$ cat config.mk
export PLATFORM = sky130hd
export DESIGN_NAME = wb_stage
export DESIGN_NICKNAME = d
export VERILOG_FILES = /design/src/verilog/rv32i_types.sv /design/src/verilog/wb_stage.sv
export SDC_FILE = /design/constraint.sdc
export NUM_CORES = 1
export LEC_CHECK = 0
export BUFFER_PORTS_ARGS = -buffer_cell sky130_fd_sc_hd__buf_4
export CAP_MARGIN = 15
export CORE_AREA = 2 2 173 175
export CTS_CLUSTER_DIAMETER = 150
export DETAILED_ROUTE_END_ITERATION = 7
export DIE_AREA = 0 0 175 177
export GPL_TIMING_DRIVEN = 0
export PLACE_DENSITY_LB_ADDON = 0.2
export SYNTH_ARGS = -nofsm -noshare
export SYNTH_HDL_FRONTEND = slang
export SYNTH_SLANG_ARGS = --single-unit
$ cat constraint.sdc
create_clock -name clk -period 1.1 [get_ports clk]
set_input_delay 0.11 -clock clk [delete_from_list [all_inputs] [get_ports clk]]
set_output_delay 0.11 -clock clk [all_outputs]
set_load 0.05 [all_outputs]
$ cat src/verilog/rv32i_types.sv
package rv32i_types;

    localparam int DMEM_WORDS = 256;    // words per bank
    localparam int DMEM_AW    = 8;      // word index is addr[9:2]

    typedef enum logic [2:0] {
        lb  = 3'b000,
        lh  = 3'b001,
        lw  = 3'b010,
        lbu = 3'b100,
        lhu = 3'b101
    } funct3_t;

    // store codes alias the load codes, as in RV32I
    localparam funct3_t sb = lb;
    localparam funct3_t sh = lh;
    localparam funct3_t sw = lw;

    typedef struct packed {
        logic [63:0] order;
        logic [31:0] mem_addr;
        logic [3:0]  mem_rmask;
        logic [3:0]  mem_wmask;
        logic [31:0] mem_wdata;
        logic [31:0] mem_rdata;
    } mem_mon_t;

    typedef struct packed {
        logic        valid;
        logic        mem_read;
        logic        mem_write;
        funct3_t     funct3;
        logic [31:0] alu_result;
        logic [31:0] rs2_v;
        logic [4:0]  rd_s;
        logic        regf_we;
        mem_mon_t    mon;           // only order is filled upstream
    } ex_mem_reg_t;

    typedef struct packed {
        logic        valid;
        logic [4:0]  rd_s;
        logic        regf_we;
        logic        mem_read;
        logic [31:0] rd_v;
        logic [31:0] read_data;
        mem_mon_t    mon;
    } mem_wb_reg_t;

    typedef struct packed {
        logic               req;
        logic [DMEM_AW-1:0] addr;
        logic [3:0]         rmask;
        logic [3:0]         wmask;
        logic [31:0]        wdata;
    } dmem_req_t;

    typedef struct packed {
        logic        valid;
        logic [4:0]  rd_s;
        logic        we;
        logic [31:0] rd_wdata;
        mem_mon_t    mon;
    } retire_t;

endpackage

$ cat src/verilog/wb_stage.sv
`timescale 1ns/100ps

module wb_stage (
    input  logic                     clk,
    input  logic                     rst,
    input  rv32i_types::mem_wb_reg_t mem_wb_next,
    output rv32i_types::retire_t     retire
);
    import rv32i_types::*;

    mem_wb_reg_t mem_wb_reg;

    always_ff @(posedge clk)
    begin
        if (mem_wb_next.valid)
            mem_wb_reg <= mem_wb_next;
        if (rst)
            mem_wb_reg.valid <= 1'b0;
        else
            mem_wb_reg.valid <= mem_wb_next.valid;  // one retire per strobe
    end

    always_comb
    begin
        retire.valid    = mem_wb_reg.valid;
        retire.rd_s     = mem_wb_reg.rd_s;
        retire.we       = mem_wb_reg.regf_we & (mem_wb_reg.rd_s != 5'd0);  // x0 stays zero
        retire.rd_wdata = mem_wb_reg.mem_read ? mem_wb_reg.read_data : mem_wb_reg.rd_v;
        retire.mon      = mem_wb_reg.mon;
    end

    // an x0 record retires next cycle without a register write
    a_no_x0_write: assert property (
        @(posedge clk) disable iff (rst)
        (mem_wb_next.valid && mem_wb_next.rd_s == 5'd0) |=> (retire.valid && !retire.we)
    ) else $error("wb_stage: register write to x0");

endmodule

==> reports/qor.txt, run 1 <==
Avg Inst Size Synth: 19.67 um^2
CTS sink cnt: 240
Num CTS Buffers: 27
buffer count from post-CTS setup fixing: 3
register area share after synthesis: 0.8075
Hold Buf Count CTS: 236
Resized Gates After CTS: 392
Post-Synthesis Cell Area: 8912 um^2
outcome: aborted with a tool error
Ports: 449
die height: 177 um
H-tree depth: 1
Yosys reg bits: 240
Last stage: 4_1_cts
Yosys cell types: 9
Syn Nets: 695
Std-Cell Rows: 63
tool error: [ERROR RSZ-0060] Max buffer count reached.
Starting Density: 0.3048
Post-Synthesis Cells: 453
Max clock buf depth: 3
die width: 175 um
GP Congestion: 0.7418
Synth Warn #: 0
root buffer cell: clkbuf_16
post-placement cell count: 1293
I/O Buffers: 448
hpwl dp: 15.95 mm
-- synthesized netlist by cell type, drive strengths merged --
library cell / number / area (um^2)
or4: 1 / 7.510
clkbuf: 1 / 5.000
o21a: 1 / 7.510
dfxtp: 1 / 20.02
mux2: 32 / 360.3
nor2b: 1 / 6.260
buf: 177 / 1329
edfxtp: 239 / 7177
-- through the flow --
step | area (um^2) | setup WS [ps] | utilization | hold WS, ps
floorplan | 9056 | -164.0 | - | 181.6
global placement | 12910 | -1740 | 0.4414 | 286.9
detailed placement | 12970 | -713.2 | 0.4435 | 289.3
-- cells by family after synthesis --
kind of cell	share of synthesized area
AO/OA/AOI/OAI	0.0008427
buffers and inverters	0.1497
flip-flops	0.8075
multiplexers	0.04043
AND/OR/NAND/NOR	0.001545
==> inputs of run 2 (changes only) <==
CORE_AREA = not set   (was 2 2 173 175)
CORE_MARGIN = 1.5   (was not set)
CORE_UTILIZATION = 22   (was not set)
CTS_CLUSTER_DIAMETER = not set   (was 150)
DIE_AREA = not set   (was 0 0 175 177)
PLACE_DENSITY_LB_ADDON = 0.15   (was 0.2)
clock period = 1.4 ns   (was 1.1 ns; I/O delays follow)
==> reports/qor.txt, run 2 <==
Reg clk slew, reported paths: 60 ps
routed vias: 5947
unrepaired setup endpoints after global routing: true
Layout Nets: 1393
register share of total power: 0.418
power per cell area: 1211 nW/um^2
Startpoint Class: register
CP Data Required Time: 1260 ps
antenna-violating nets left: 0
number of flip-flops under the largest register name: 174
WL final: 24.72 mm
Register Area: 7197 um^2
Slew Limit Fails: 0
I/O Buffers: 448
CTS sink cnt: 240
fraction of registers with async set/reset: 0
Starting Density: 0.2238
worst-path fanout max: 2
outcome: complete, but fails checks
# setup viols final: 33
number of flops mapped to enable cells by yosys: 239
Yosys cell types: 9
clock power share: 0.334
Via density: 3.506
Max-Cap Viols: 0
initial antenna violation count: 0
synth-to-layout area growth: 93.05%
vias in the first global route: 6352
Yosys reg bits: 240
cells taking the most area after synthesis: edfxtp_1 (81%), buf_4 (15%), mux2_2 (3.8%)
# diodes: 0
Num CTS Buffers: 28
most frequent cell after synthesis: edfxtp_1
max_slew headroom: 0.6321
total die area: 41730 um^2
fill count: 3639
Worst Path Arrival: 1810 ps
Std-Cell Rows: 73
Ports: 449
number of DRC violations after detailed-routing iteration 0: 161
Max clock buf depth: 3
hpwl dp: 16.73 mm
CTS tree: done
top cell type's share of synthesized area: 0.8053
first-pass GRT wire length: 34.93 mm
Synth Warn #: 0
Internal: 15140 uW
Avg Inst Size Synth: 19.67 um^2
Gate power share: 0.248
synth cell count leaders: edfxtp_1 (239), buf_4 (177), mux2_2 (30), mux2_1 (2)
Post-Synthesis Cells: 453
Yosys top cell by area: edfxtp_1
area of the multi-input gates: 407.9 um^2
register area share after synthesis: 0.8075
Final Hold Fails: 0
GRT Total Usage: 0.1088
GP Congestion: 0.6998
worst vdd ir: 0.9346 mV
die width: 204.3 um
min-delay worst type: input port to register
Post-synth top flop: edfxtp_1
switching pwr: 5698 uW
Post-Synthesis Cell Area: 8912 um^2
Leak: 0.007233 uW
most common cell after layout, fill and taps aside: buf_4
final hold slack: 306.1 ps
Worst Max-Slew Pin Slew: 551.9 ps
1st-pass router iterations: 4
root buffer cell: clkbuf_16
final cycle utilization of the critical path: 1.395
die height: 204.3 um
Syn Nets: 695
commonest cells after routing, fill and taps aside: buf_4 (387), dlygate4sd3_1 (241), edfxtp_1 (239)
Max Clk Rate: 511.9 MHz
share of cells above drive strength 1: 0.5756
worst setup path class: register to output port
core area: 39820 um^2
gr ovfl total: 0
failing checks: negative setup slack
Place WS: -43.11 ps
H-tree depth: 1
Setup WS post-layout: -553.3 ps
Sw Ratio: 0.2734
Tmin final: 1953 ps
drt drc: 0
largest net degree at the start of global routing: 117
CP endpoint kind: output port
routed length per instance: 14.58 um
==> run 2: power by group through the flow <==
stage               Combinational, uW  Clock [uW]  Sequential (uW)
floorplan                        2560           0             8790
global placement                 4090           0             8850
detailed placement               4120           0             8830
CTS                              5050        7270             8690
global route                     5380        7520             8770
finish                           5160        6960             8710
==> run 2: worst max-delay path, cell delays in order (launching register included) <==
cell,delay (ps)
edfxtp_1,390
or4_4,540
o21a_1,190
buf_6,150
==> run 2: area by class of cell <==
cell class / count / share of cell area
plain buffers: 146 / 0.06676
repair buffers: 700 / 0.4027
clock inverters: 13 / 0.006472
well taps: 525 / 0.03818
clock buffers: 37 / 0.04392
flip-flops and latches: 240 / 0.4183
multi-input cells: 35 / 0.02371
==> run 2: layer usage <==
metal	global-route usage	vias to the layer above	wire length, um
met3	0.04512	33	2278
li1	-	2889	-
met5	0	-	0
met4	0.02836	0	525
met1	0.1122	2786	8678
met2	0.2013	239	13240
==> run 2: final timing paths <==
kind / slack (ps) / end / cells after the start / start
setup / recovery: -550 / retire[200] / 3 / retire[205]
hold / removal: 310 / retire[138] / 2 / mem_wb_next[138]
==> run 2: cells by family (layout without fill, tap and decap cells) <==
| group | after synthesis | count (layout) | share of synthesized area |
|---|---|---|---|
| simple gates | 2 | 2 | 0.001545 |
| buf+inv | 178 | 896 | 0.1497 |
| compound gates | 1 | 1 | 0.0008427 |
| mux | 32 | 32 | 0.04043 |
| flops | 240 | 240 | 0.8075 |
==> run 2: repair_timing <==
action / CTS / global route
resized for setup: 149 / 125
hold buffers: 241 / 0
hold endpoints to repair: 273 / 0
cloned: 2 / 2
pin swaps: 1 / 0
buffers inserted: 5 / 1
setup endpoints to repair: 116 / 215
==> run 2: through the flow <==
step | setup TNS, ps | util | power, uW | instance area [um^2] | cells
after floorplan | 0 | - | 11350 | 8912 | 453
after global placement | -384230 | 0.3247 | 12940 | 12930 | 1426
after detailed placement | -447.2 | 0.3263 | 12950 | 13000 | 1428
after CTS | -17630 | 0.4240 | 21020 | 16880 | 1717
after global routing | -18210 | 0.4320 | 21680 | 17210 | 1696
final | -15440 | 0.4320 | 20840 | 17210 | 1696
No activity file was read; power rests on OpenSTA's default activity.
