==> src/verilog/rv32i_types.sv <==
package rv32i_types;

    localparam int DMEM_WORDS = 256;    // words per bank
    localparam int DMEM_AW    = 8;      // word index is addr[9:2]

    typedef enum logic [2:0] {
        lb  = 3'b000,
        lh  = 3'b001,
        lw  = 3'b010,
        lbu = 3'b100,
        lhu = 3'b101
    } funct3_t;

    // store codes alias the load codes, as in RV32I
    localparam funct3_t sb = lb;
    localparam funct3_t sh = lh;
    localparam funct3_t sw = lw;

    typedef struct packed {
        logic [63:0] order;
        logic [31:0] mem_addr;
        logic [3:0]  mem_rmask;
        logic [3:0]  mem_wmask;
        logic [31:0] mem_wdata;
        logic [31:0] mem_rdata;
    } mem_mon_t;

    typedef struct packed {
        logic        valid;
        logic        mem_read;
        logic        mem_write;
        funct3_t     funct3;
        logic [31:0] alu_result;
        logic [31:0] rs2_v;
        logic [4:0]  rd_s;
        logic        regf_we;
        mem_mon_t    mon;           // only order is filled upstream
    } ex_mem_reg_t;

    typedef struct packed {
        logic        valid;
        logic [4:0]  rd_s;
        logic        regf_we;
        logic        mem_read;
        logic [31:0] rd_v;
        logic [31:0] read_data;
        mem_mon_t    mon;
    } mem_wb_reg_t;

    typedef struct packed {
        logic               req;
        logic [DMEM_AW-1:0] addr;
        logic [3:0]         rmask;
        logic [3:0]         wmask;
        logic [31:0]        wdata;
    } dmem_req_t;

    typedef struct packed {
        logic        valid;
        logic [4:0]  rd_s;
        logic        we;
        logic [31:0] rd_wdata;
        mem_mon_t    mon;
    } retire_t;

endpackage

==> src/verilog/mem_stage.sv <==
`timescale 1ns/100ps

module mem_stage (
    input  logic                     clk,
    input  logic                     rst,
    input  rv32i_types::ex_mem_reg_t ex_mem_in,
    input  logic [31:0]              dmem_rdata,
    input  logic                     dmem_resp,
    output rv32i_types::dmem_req_t   dmem_req,
    output logic                     dstall,
    output rv32i_types::mem_wb_reg_t mem_wb_next
);
    import rv32i_types::*;

    logic        pend;          // a memory op is waiting for its response
    logic        start;
    ex_mem_reg_t held;
    ex_mem_reg_t cur;
    logic        is_mem;
    logic [1:0]  off;
    logic [3:0]  rmask;
    logic [3:0]  wmask;
    logic [31:0] lane_wdata;
    logic [7:0]  load_byte;
    logic [15:0] load_half;
    logic [31:0] load_data;

    assign start  = ex_mem_in.valid & ~pend & (ex_mem_in.mem_read | ex_mem_in.mem_write);
    assign cur    = pend ? held : ex_mem_in;
    assign is_mem = cur.mem_read | cur.mem_write;
    assign off    = cur.alu_result[1:0];

    // masks and lane placement
    always_comb
    begin
        rmask      = '0;
        wmask      = '0;
        lane_wdata = '0;
        if (cur.mem_read)
        begin
            case (cur.funct3)
                lb, lbu: rmask = 4'b0001 << off;
                lh, lhu: rmask = 4'b0011 << off;
                lw:      rmask = 4'b1111;
                default: rmask = '0;
            endcase
        end
        if (cur.mem_write)
        begin
            case (cur.funct3)
                sb:
                begin
                    wmask = 4'b0001 << off;
                    lane_wdata[8*off +: 8] = cur.rs2_v[7:0];
                end
                sh:
                begin
                    wmask = 4'b0011 << off;
                    lane_wdata[16*off[1] +: 16] = cur.rs2_v[15:0];
                end
                sw:
                begin
                    wmask      = 4'b1111;
                    lane_wdata = cur.rs2_v;
                end
                default:
                begin
                    wmask      = '0;
                    lane_wdata = '0;
                end
            endcase
        end
    end

    always_comb
    begin
        dmem_req.req   = start;
        dmem_req.addr  = cur.alu_result[DMEM_AW+1:2];
        dmem_req.rmask = rmask;
        dmem_req.wmask = wmask;
        dmem_req.wdata = lane_wdata;
    end

    always_ff @(posedge clk)
    begin
        if (rst)
            pend <= 1'b0;
        else if (start)
            pend <= 1'b1;
        else if (dmem_resp)
            pend <= 1'b0;
    end

    always_ff @(posedge clk)
    begin
        if (start)
            held <= ex_mem_in;
    end

    assign dstall = pend;

    assign load_byte = dmem_rdata[8*off +: 8];
    assign load_half = dmem_rdata[16*off[1] +: 16];

    always_comb
    begin
        case (cur.funct3)
            lb:      load_data = {{24{load_byte[7]}}, load_byte};
            lbu:     load_data = {24'b0, load_byte};
            lh:      load_data = {{16{load_half[15]}}, load_half};
            lhu:     load_data = {16'b0, load_half};
            default: load_data = dmem_rdata;
        endcase
    end

    always_comb
    begin
        mem_wb_next.valid     = pend ? dmem_resp : (ex_mem_in.valid & ~is_mem);
        mem_wb_next.rd_s      = cur.rd_s;
        mem_wb_next.regf_we   = cur.regf_we;
        mem_wb_next.mem_read  = cur.mem_read;
        mem_wb_next.rd_v      = cur.alu_result;
        mem_wb_next.read_data = load_data;

        mem_wb_next.mon.order     = cur.mon.order;
        mem_wb_next.mon.mem_addr  = is_mem ? {cur.alu_result[31:2], 2'b00} : '0;
        mem_wb_next.mon.mem_rmask = rmask;
        mem_wb_next.mon.mem_wmask = wmask;
        mem_wb_next.mon.mem_wdata = lane_wdata;
        mem_wb_next.mon.mem_rdata = pend ? dmem_rdata : '0;   // raw bank word
    end

    // upstream has to honour the stall
    a_no_strobe_in_stall: assert property (
        @(posedge clk) disable iff (rst) dstall |-> !ex_mem_in.valid
    ) else $error("mem_stage: input strobe while dstall is high");

    // memory must only answer an outstanding request
    a_resp_needs_hold: assert property (
        @(posedge clk) disable iff (rst) dmem_resp |-> pend
    ) else $error("mem_stage: dmem_resp without a pending request");

endmodule

==> config.mk <==
export PLATFORM = sky130hd
export DESIGN_NAME = mem_stage
export DESIGN_NICKNAME = d
export VERILOG_FILES = /design/src/verilog/rv32i_types.sv /design/src/verilog/mem_stage.sv
export SDC_FILE = /design/constraint.sdc
export NUM_CORES = 1
export LEC_CHECK = 0
export BUFFER_PORTS_ARGS = -buffer_cell sky130_fd_sc_hd__buf_2
export CAP_MARGIN = 20
export CORE_AREA = 2 2 218 220
export CTS_CLUSTER_DIAMETER = 200
export DETAILED_ROUTE_END_ITERATION = 10
export DIE_AREA = 0 0 220 222
export PLACE_DENSITY = 0.5
export SLEW_MARGIN = 20
export SYNTH_ARGS = -nofsm -noshare
export SYNTH_HDL_FRONTEND = slang
export SYNTH_SLANG_ARGS = --single-unit
==> constraint.sdc <==
create_clock -name clk -period 12.99 [get_ports clk]
set_input_delay 1.299 -clock clk [delete_from_list [all_inputs] [get_ports clk]]
set_output_delay 1.299 -clock clk [all_outputs]
set_load 0.05 [all_outputs]
==> reports/qor.csv, run 1 <==
metric;value;unit
slowest stage delay, CP;0.74;ns
H-tree level count;4;
Netlist cell types;48;
core area;46300;µm²
Worst VDD drop;94.5;µV
Vias;6988;
CTS tree;yes;
path type of the worst min-delay path;in -> reg;
Die Span Y;222;µm
Least-Margin Pin Slew;0.948;ns
pin count of the biggest net entering global routing;141;
Die Width;220;µm
Mapped Cells;676;
Wirelength per Cell;17.8;µm
Port-buffer cells;462;
CP Capture Type;output port;
Crit Path Max Fanout;62;
cells resized by post-CTS repair;0;
sequential area share after synthesis;51.5;%
Fillers;4947;
initial core utilization;17.6;%
syn avg cell area;12.0;µm²
All-Layer GR Usage;12.0;%
Placer Congestion;0.857;
outcome;finished, final reports clean;
CP Buf/Inv Count;5;
first-pass GRT wire length;43000;µm
vias per cell;4.12;
Slew Viols, Final;0;
synthesis-to-finish area growth;39.6;%
Setup Skew;0.0243;ns
setup_tns;0;ns
hpwl dp;23200;µm
P_int;0.988;mW
cts bufs inserted;17;
vias in the first global route;6865;
first-pass detailed-route iteration total;4;
DRC;0;
critical path arrival;4.69;ns
CP delay by family, top;buffers and inverters;
synthesized cell area;8140;µm²
# clock sinks;140;
clock latency on the worst-skew pair;0.48;ns
crit start category;flip-flop;
Total Nets Final;1359;
FF-to-FF Start;dstall$_SDFFE_PP0P_;
Pleak;4.95;nW
initial antenna violation count;4;
clk buf depth;2;
most common cell after layout, fill and taps aside;buf_2;
Rel. slew slack;36.8;%
Post-Place Setup Slack;7.48;ns
Yosys Warn Count;0;
sequential share of power;33.3;%
Final Util;24.6;%
Setup Viol. Count Final;0;
post-route ant nets;0;
Slowest cell on crit path;buf_4;
PwrDens;142;nW/µm²
DP Area;10700;µm²
Routed WL;30200;µm
Fmax;0.167;GHz
clock-pin slew on the worst setup and hold paths;0.08;ns
die area;48800;µm²
share of cells above drive strength 1;57.6;%
Switching Fraction;38.8;%
CP Cell Sequence;buf_4 > mux2i_1 > buf_4 > inv_1 > ha_1 > inv_1 > a2111oi_0 > nand4_2 > o22ai_1 > buf_2;
top-level I/O count;569;
Rows;79;
total grt overflow;0;
worst hold start;rst;
Final min period;5.99;ns
RSZ-0062 raised after global routing;no;
Setup Buffers After CTS;0;
sw power;0.627;mW
CTS Hold Bufs;0;
fraction of registers with async set/reset;0;%
Sequential Area;4200;µm²
data required time of the critical path;11.69;ns
multi-input logic area;3350;µm²
clock share of power;34.6;%
clock root buffer;clkbuf_16;
FF+latch count, synth;140;
combinational power share;32.1;%
setup ws final;7.00;ns
MaxCap Viol Count;0;
dominant synthesized flop cell;edfxtp_1;
most frequent cells in the layout;462 x buf_2, 139 x edfxtp_1, 113 x mux2_2;
Period Utilization, post-route;46.1;%
cell area after layout;11400;µm²
CP startpoint;dstall$_SDFFE_PP0P_;
Setup CP Type;reg -> out;
final total power;1.62;mW
Fin. Hold Viols;0;
EDFF count, synth;139;
Initial DRC Count;337;
## area by class of cell
class | count | area share [%]
Clock inverter | 15 | 2.00
Antenna cell | 1 | 0.0220
Inverter | 6 | 0.198
Timing Repair Buffer | 468 | 20.9
Clock buffer | 17 | 3.75
Tap cell | 607 | 6.69
Sequential cell | 140 | 37.0
Multi-Input combinational cell | 442 | 29.5
## flip-flops by register name, indices dropped and copies added, names as in the netlist
name and flops:
dstall 1, held 139
## per-stage QoR
step / hold WS (ns) / std cells
4_1_cts: 0.900 / 1695
5_1_grt: 0.921 / 1696
2_1_floorplan: 1.37 / 677
3_5_place_dp: 1.28 / 1663
6_report: 0.951 / 1696
3_3_place_gp: 1.27 / 1663
## kinds of logic (layout without fill, tap and decap cells)
kind of cell    Yosys count  after routing  share of synthesized area (%)
simple gates            188            188                           12.3
mux                     142            142                           19.2
flops                   140            140                           51.5
compound gates          105            105                           8.67
buf+inv                  95            506                           7.46
fa+ha+maj                 5              5                          0.769
other cells               1              3                         0.0461
## power groups by stage
| stage | logic (mW) | registers [mW] | clock network [mW] |
|---|---|---|---|
| finish | 0.518 | 0.538 | 0.559 |
| floorplan | 0.396 | 0.549 | 0 |
| detailed placement | 0.523 | 0.548 | 0 |
| global placement | 0.522 | 0.547 | 0 |
| CTS | 0.524 | 0.538 | 0.584 |
| global route | 0.547 | 0.541 | 0.596 |
## path summary, 6_finish.rpt
check | end | slack, ns | cells past startpoint
worst max-delay path | dmem_req[31] | 7.00 | 10
worst min-delay path | dstall$_SDFFE_PP0P_ | 0.95 | 2
worst max register to register | held[195]$_DFFE_PP_ | 11.08 | 2
worst min register to register | held[236]$_DFFE_PP_ | 1.19 | 2
## Yosys cell counts, types with 3 or more instances
library cell	instances	area [µm²]
o22ai_1	17	106
buf_6	4	45.0
nor2_1	17	63.8
and2_1	34	213
nand2_1	54	203
nand3_1	17	85.1
nor3b_1	4	30.0
a21o_1	3	22.5
a22oi_1	7	52.6
buf_4	51	383
nor2b_1	32	200
edfxtp_1	139	4170
and3_1	4	25.0
ha_1	5	62.6
nand3b_1	3	22.5
clkbuf_1	9	33.8
nand2b_1	3	18.8
inv_1	6	22.5
a211o_1	3	26.3
buf_2	23	115
mux2i_1	29	290
mux2_2	113	1270
o22a_1	9	78.8
nor3_1	11	55.1
o21ai_1	3	15.0
a21oi_1	27	135
a221o_1	6	60.1
o21ai_0	17	85.1
or3b_2	3	26.3
## layer usage
metal	track usage, %	part of all wire, %	up-vias
met1	13.7	41	3342
met2	20.8	50	319
met4	4.89	2.4	2
li1	-	-	3280
met3	3.64	7.0	45
met5	0	0.030	-
Power figures use the tool's default switching activity.
==> inputs of run 2 (changes only) <==
- CORE_AREA: 2 2 218 220 -> 2 2 220 222
- DIE_AREA: 0 0 220 222 -> 0 0 222 224
- PLACE_DENSITY: 0.5 -> 0.48
- clock period: 12.99 -> 5.8 ns (I/O delays scaled with it)
==> run 2 against run 1 <==
Net effect: critical path depth down 1; global-route usage is 0.091 points higher; clock skew shrank 0.014 ns; sequential share of layout area up 0.065 points; clock-buffer cell count did not move; cell count increased by 0.71%; register-to-register slack got worse by 7.9 ns; die area up 1.8%; setup slack lost 5.7 ns; critical endpoint is now mem_wb_next[61]; largest power group is now sequential cells.
==> reports/qor.csv, run 2 (same netlist as run 1, synthesis figures left out) <==
metric;value;unit;change
Pleak;4.94;nW;-0.23%
CP Buf/Inv Count;4;;-1
Total Nets Final;1361;;+0.15%
Wirelength per Cell;18.0;µm;+1.2%
sw power;1.41;mW;+130%
die area;49700;µm²;+1.8%
max reg flops;139;;unchanged
Fin. Hold Viols;0;;unchanged
CTS Hold Bufs;0;;unchanged
cell area after layout;11300;µm²;-0.18%
first-pass detailed-route iteration total;5;;+1
# clock sinks;140;;unchanged
top-level I/O count;569;;unchanged
combinational power share;32.8;%;+0.7 points
Final min period;4.54;ns;
All-Layer GR Usage;12.1;%;+0.091 points
Die Width;222;µm;+0.91%
CTS tree;yes;;
R2R Setup Slk;3.17;ns;-7.91 ns
Initial DRC Count;287;;-15%
Routed WL;30800;µm;+1.9%
hpwl dp;23500;µm;+1.3%
cells resized by post-CTS repair;0;;unchanged
Crit path top cell by count;inv_1;;
clock root buffer;clkbuf_16;;
Setup Skew;0.0101;ns;-0.0142 ns
PwrDens;312;nW/µm²;+120%
slowest stage delay, CP;0.69;ns;-0.05 ns
met3 Use GR;4.03;%;+0.39 points
clock latency on the worst-skew pair;0.47;ns;about the same
CP delay by family, top;buffers and inverters;;
largest register by flop count;held;;
total grt overflow;0;;unchanged
Slowest cell on crit path;dfxtp_4;;
MaxCap Viol Count;0;;unchanged
critical path arrival;3.96;ns;-0.73 ns
setup_tns;0;ns;unchanged
Least-Margin Pin Slew;0.930;ns;-0.0185 ns
CP Cell Sequence;mux2i_1 > buf_4 > inv_1 > ha_1 > inv_1 > a2111oi_0 > nand4_2 > o22ai_1 > buf_2;;
most common cell after layout, fill and taps aside;buf_2;;
Fmax;0.221;GHz;
DP Area;10700;µm²;+0.22%
Non-Filler Instances;1708;;+0.71%
DRC;0;;unchanged
Most Crowded Layer GR;met2;;
path type of the worst min-delay path;in -> reg;;
crit start category;flip-flop;;
clock share of power;33.1;%;-1.5 points
H-tree level count;4;;unchanged
share of cells above drive strength 1;57.6;%;about the same
met1 GRT Util;13.4;%;-0.34 points
core area;47300;µm²;+2.3%
Crit Path Max Fanout;35;;-44%
Rows;80;;+1.3%
data required time of the critical path;5.22;ns;-6.47 ns
clk buf depth;2;;unchanged
cts bufs inserted;17;;unchanged
Worst VDD drop;175;µV;+85%
vias per cell;4.11;;-0.26%
Vias;7019;;+0.44%
clock-pin slew on the worst setup and hold paths;0.07;ns;about the same
dpl cells;1673;;+0.60%
synthesis-to-finish area growth;39.3;%;
CP Capture Type;output port;;
GR Util met2;21.4;%;+0.63 points
final total power;3.54;mW;+120%
initial antenna violation count;11;;+7
Port-buffer cells;462;;unchanged
outcome;finished, final reports clean;;
Rel. slew slack;37.6;%;+0.81 points
sequential share of power;34.1;%;+0.8 points
Setup Viol. Count Final;0;;unchanged
Period Utilization, post-route;78.2;%;
post-route ant nets;0;;unchanged
Setup CP Type;reg -> out;;
Setup Buffers After CTS;0;;unchanged
Placer Congestion;0.824;;-3.8%
Switching Fraction;39.9;%;+1.1 points
most frequent cells in the layout;462 x buf_2, 139 x edfxtp_1, 113 x mux2_2;;
Die Span Y;224;µm;+0.90%
P_int;2.13;mW;+120%
Slew Viols, Final;0;;unchanged
RSZ-0062 raised after global routing;no;;
vias in the first global route;6966;;+1.5%
pin count of the biggest net entering global routing;93;;-34%
first-pass GRT wire length;44400;µm;+3.1%
initial core utilization;17.2;%;-0.40 points
-- run 2: per-layer routing --
metal | vias to the layer above | routed length (µm) | share of wire (%)
met5 | - | 47 | 0.15
met4 | 8 | 571 | 1.9
met3 | 34 | 2140 | 7.0
met2 | 315 | 15700 | 51
met1 | 3383 | 12300 | 40
li1 | 3279 | - | -
-- run 2: final timing paths --
kind,start,to,cells past startpoint
hold reg to reg,dstall$_SDFFE_PP0P_,dstall$_SDFFE_PP0P_,3
hold / removal,rst,dstall$_SDFFE_PP0P_,2
setup reg to reg,dstall$_SDFFE_PP0P_,held[175]$_DFFE_PP_,3
setup / recovery,dstall$_SDFFE_PP0P_,mem_wb_next[61],9
-- run 2: area by class of cell --
cell class                 instances  area [µm²]
tap                              615         769
fill                            5099       36000
sequential                       140        4200
inverter                           6        22.5
clock inverter                    15         179
multi-input combinational        442        3350
timing repair buffer             470        2380
clock buffer                      17         425
antenna                            3        7.51
-- run 2: power by group through the flow --
stage / clock network (mW) / registers (mW) / logic [mW]
6_report: 1.17 / 1.21 / 1.16
2_1_floorplan: 0 / 1.22 / 0.887
3_5_place_dp: 0 / 1.23 / 1.17
5_1_grt: 1.27 / 1.21 / 1.22
3_3_place_gp: 0 / 1.23 / 1.17
4_1_cts: 1.24 / 1.21 / 1.17
-- run 2: per-stage QoR --
| step | utilization (%) | worst slack, ns | hold WS [ns] |
|---|---|---|---|
| detailed placement | 22.7 | 1.74 | 0.754 |
| CTS | 23.9 | 1.18 | 0.213 |
| global placement | 22.7 | 1.77 | 0.758 |
| floorplan | - | 0.0931 | 0.645 |
| finish | 23.9 | 1.26 | 0.263 |
| global route | 23.9 | 1.04 | 0.236 |
==> inputs of run 3 (changes only) <==
- CORE_AREA: 2 2 220 222 -> 2 2 218 220
- DIE_AREA: 0 0 222 224 -> 0 0 220 222
- PLACE_DENSITY: 0.48 -> 0.5
- clock period: 5.8 -> 3.86 ns (I/O delays scaled with it)
==> run 3 against run 2 <==
Net effect: clock skew fell by 0.0039 ns; sequential power rose by 50%; sequential cell count did not move; clock-buffer cell count did not move; power rose by 53%; global-route usage rose by 0.49 points; design area rose by 2.6%; combinational power rose by 54%; hold slack got worse by 0.17 ns; clock power rose by 54%; sequential share of layout area fell by 0.94 points; register-to-register slack got worse by 1.7 ns; highest routed layer unchanged.
==> reports/qor.csv, run 3 (same netlist as run 1, synthesis figures left out) <==
metric;value;unit;change
outcome;finished, final reports clean;;
r2r worst-path depth;3;;unchanged
initial core utilization;17.6;%;+0.40 points
MaxCap Viol Count;0;;unchanged
Fmax;0.278;GHz;
WHS;0.0949;ns;-0.168 ns
Routed WL;31200;µm;+1.4%
total grt overflow;0;;unchanged
RSZ-0062 raised after global routing;no;;
Worst VDD drop;341;µV;+95%
Port-buffer cells;462;;unchanged
PwrDens;464;nW/µm²;+49%
Wirelength per Cell;18.3;µm;+1.2%
clock-pin slew on the worst setup and hold paths;0.06;ns;about the same
DRC;0;;unchanged
die area;48800;µm²;-1.8%
top-level I/O count;569;;unchanged
CTS Hold Bufs;0;;unchanged
CP Cell Sequence;mux2_2 > inv_1 > ha_1 > nand3b_1 > a211oi_4 > o21ai_0 > a21oi_2 > buf_2;;
Pleak;5.02;nW;+1.7%
most frequent cells in the layout;459 x buf_2, 139 x edfxtp_1, 113 x mux2_2;;
first-pass GRT wire length;44900;µm;+1.2%
pin count of the biggest net entering global routing;77;;-17%
Final Util;25.2;%;+1.2 points
hpwl dp;24400;µm;+3.6%
Fin. Hold Viols;0;;unchanged
# clock sinks;140;;unchanged
synthesis-to-finish area growth;43.0;%;
Total Nets Final;1373;;+0.88%
max reg flops;139;;unchanged
vias in the first global route;6882;;-1.2%
setup_tns;0;ns;unchanged
All-Layer GR Usage;12.6;%;+0.49 points
Crit Path Max Fanout;29;;-17%
capturing point of the worst reg2reg path;held[194]$_DFFE_PP_;;
worst hold start;rst;;
initial antenna violation count;9;;-2
Placer Congestion;0.826;;+0.28%
CP Capture Type;output port;;
share of cells above drive strength 1;60.3;%;+2.7 points
first-pass detailed-route iteration total;5;;unchanged
Least-Margin Pin Slew;0.961;ns;+0.0309 ns
Slowest cell on crit path;dfxtp_4;;
vias per cell;4.16;;+1.2%
Vias;7119;;+1.4%
final total power;5.40;mW;+53%
Slew Viols, Final;0;;unchanged
Period Utilization, post-route;93.1;%;
WHS Endpoint;dstall$_SDFFE_PP0P_;;
crit start category;flip-flop;;
Setup Skew;0.00617;ns;-0.00392 ns
multi-input logic area;3490;µm²;+4.1%
largest register by flop count;held;;
cts bufs inserted;17;;unchanged
post-route ant nets;0;;unchanged
R2R Setup Slk;1.46;ns;-1.71 ns
core area;46300;µm²;-2.3%
clk buf depth;2;;unchanged
path type of the worst min-delay path;in -> reg;;
data required time of the critical path;3.47;ns;-1.75 ns
hold path depth;2;;unchanged
Sequential Area;4200;µm²;unchanged
clock root buffer;clkbuf_16;;
clock latency on the worst-skew pair;0.47;ns;about the same
Rel. slew slack;35.5;%;-2.1 points
Final min period;3.59;ns;
critical path arrival;3.21;ns;-0.75 ns
CTS tree;yes;;
Setup Viol. Count Final;0;;unchanged
FF-to-FF Start;dstall$_SDFFE_PP0P_;;
Die Span Y;222;µm;-0.89%
H-tree level count;4;;unchanged
Setup CP Type;reg -> out;;
cell area after layout;11600;µm²;+2.6%
DP Area;11000;µm²;+2.3%
Die Width;220;µm;-0.90%
Fillers;4935;;-3.2%
Initial DRC Count;369;;+29%
slowest stage delay, CP;0.56;ns;-0.13 ns
most common cell after layout, fill and taps aside;buf_2;;
Rows;79;;-1.3%
==> run 3: cell type report <==
cell class	count	share of cell area, %
tap	607	6.53
clock buffer	17	3.66
clock inverter	15	1.69
inverter	6	0.194
timing repair buffer	482	21.8
antenna	3	0.0645
sequential	140	36.1
multi-input combinational	442	30.0
==> run 3: repair_timing <==
item | 4_1_cts | 5_1_grt
resized for setup | 0 | 4
pin swaps | 1 | 0
endpoints found under the setup margin | 5 | 49
setup buffers | 1 | 0
==> run 3: worst max-delay path by stage <==
stage                              from              end  slack, ns  cells past startpoint
floorplan           dstall$_SDFFE_PP0P_     dmem_req[48]      -1.53                      6
global placement    dstall$_SDFFE_PP0P_     dmem_req[28]       0.48                      7
detailed placement  dstall$_SDFFE_PP0P_     dmem_req[28]       0.41                      7
CTS                 dstall$_SDFFE_PP0P_  mem_wb_next[81]       0.02                      7
global route        dstall$_SDFFE_PP0P_  mem_wb_next[51]       0.04                      8
finish              dstall$_SDFFE_PP0P_     dmem_req[21]       0.27                      8
==> run 3: report_power, final <==
part	switching [mW]	leakage (nW)	internal, mW
combinational	1.33	3.40	0.463
sequential	0.0295	1.33	1.78
clock	0.723	0.298	1.08
==> run 3: worst max-delay path, delay by kind of cell, from the launching register on <==
kind | cells | cell delay [ns]
buf+inv | 2 | 0.43
fa+ha+maj | 1 | 0.26
compound gates | 3 | 0.91
flops | 1 | 0.56
simple gates | 1 | 0.16
mux | 1 | 0.40
==> run 3: per-stage QoR <==
stage,worst slack (ns),instances
after detailed placement,0.414,1676
after global placement,0.478,1676
after CTS,0.0233,1709
after global routing,0.0375,1710
final,0.266,1712
after floorplan,-1.53,677
==> run 3: metal layers <==
| metal | up-vias | GRT usage, % | routed length, µm | share of wire [%] |
|---|---|---|---|---|
| met5 | - | 0 | 71 | 0.23 |
| met4 | 12 | 5.26 | 703 | 2.3 |
| met3 | 47 | 4.66 | 2680 | 8.6 |
| met2 | 358 | 21.2 | 15200 | 49 |
| met1 | 3406 | 14.4 | 12600 | 40 |
| li1 | 3296 | - | - | - |
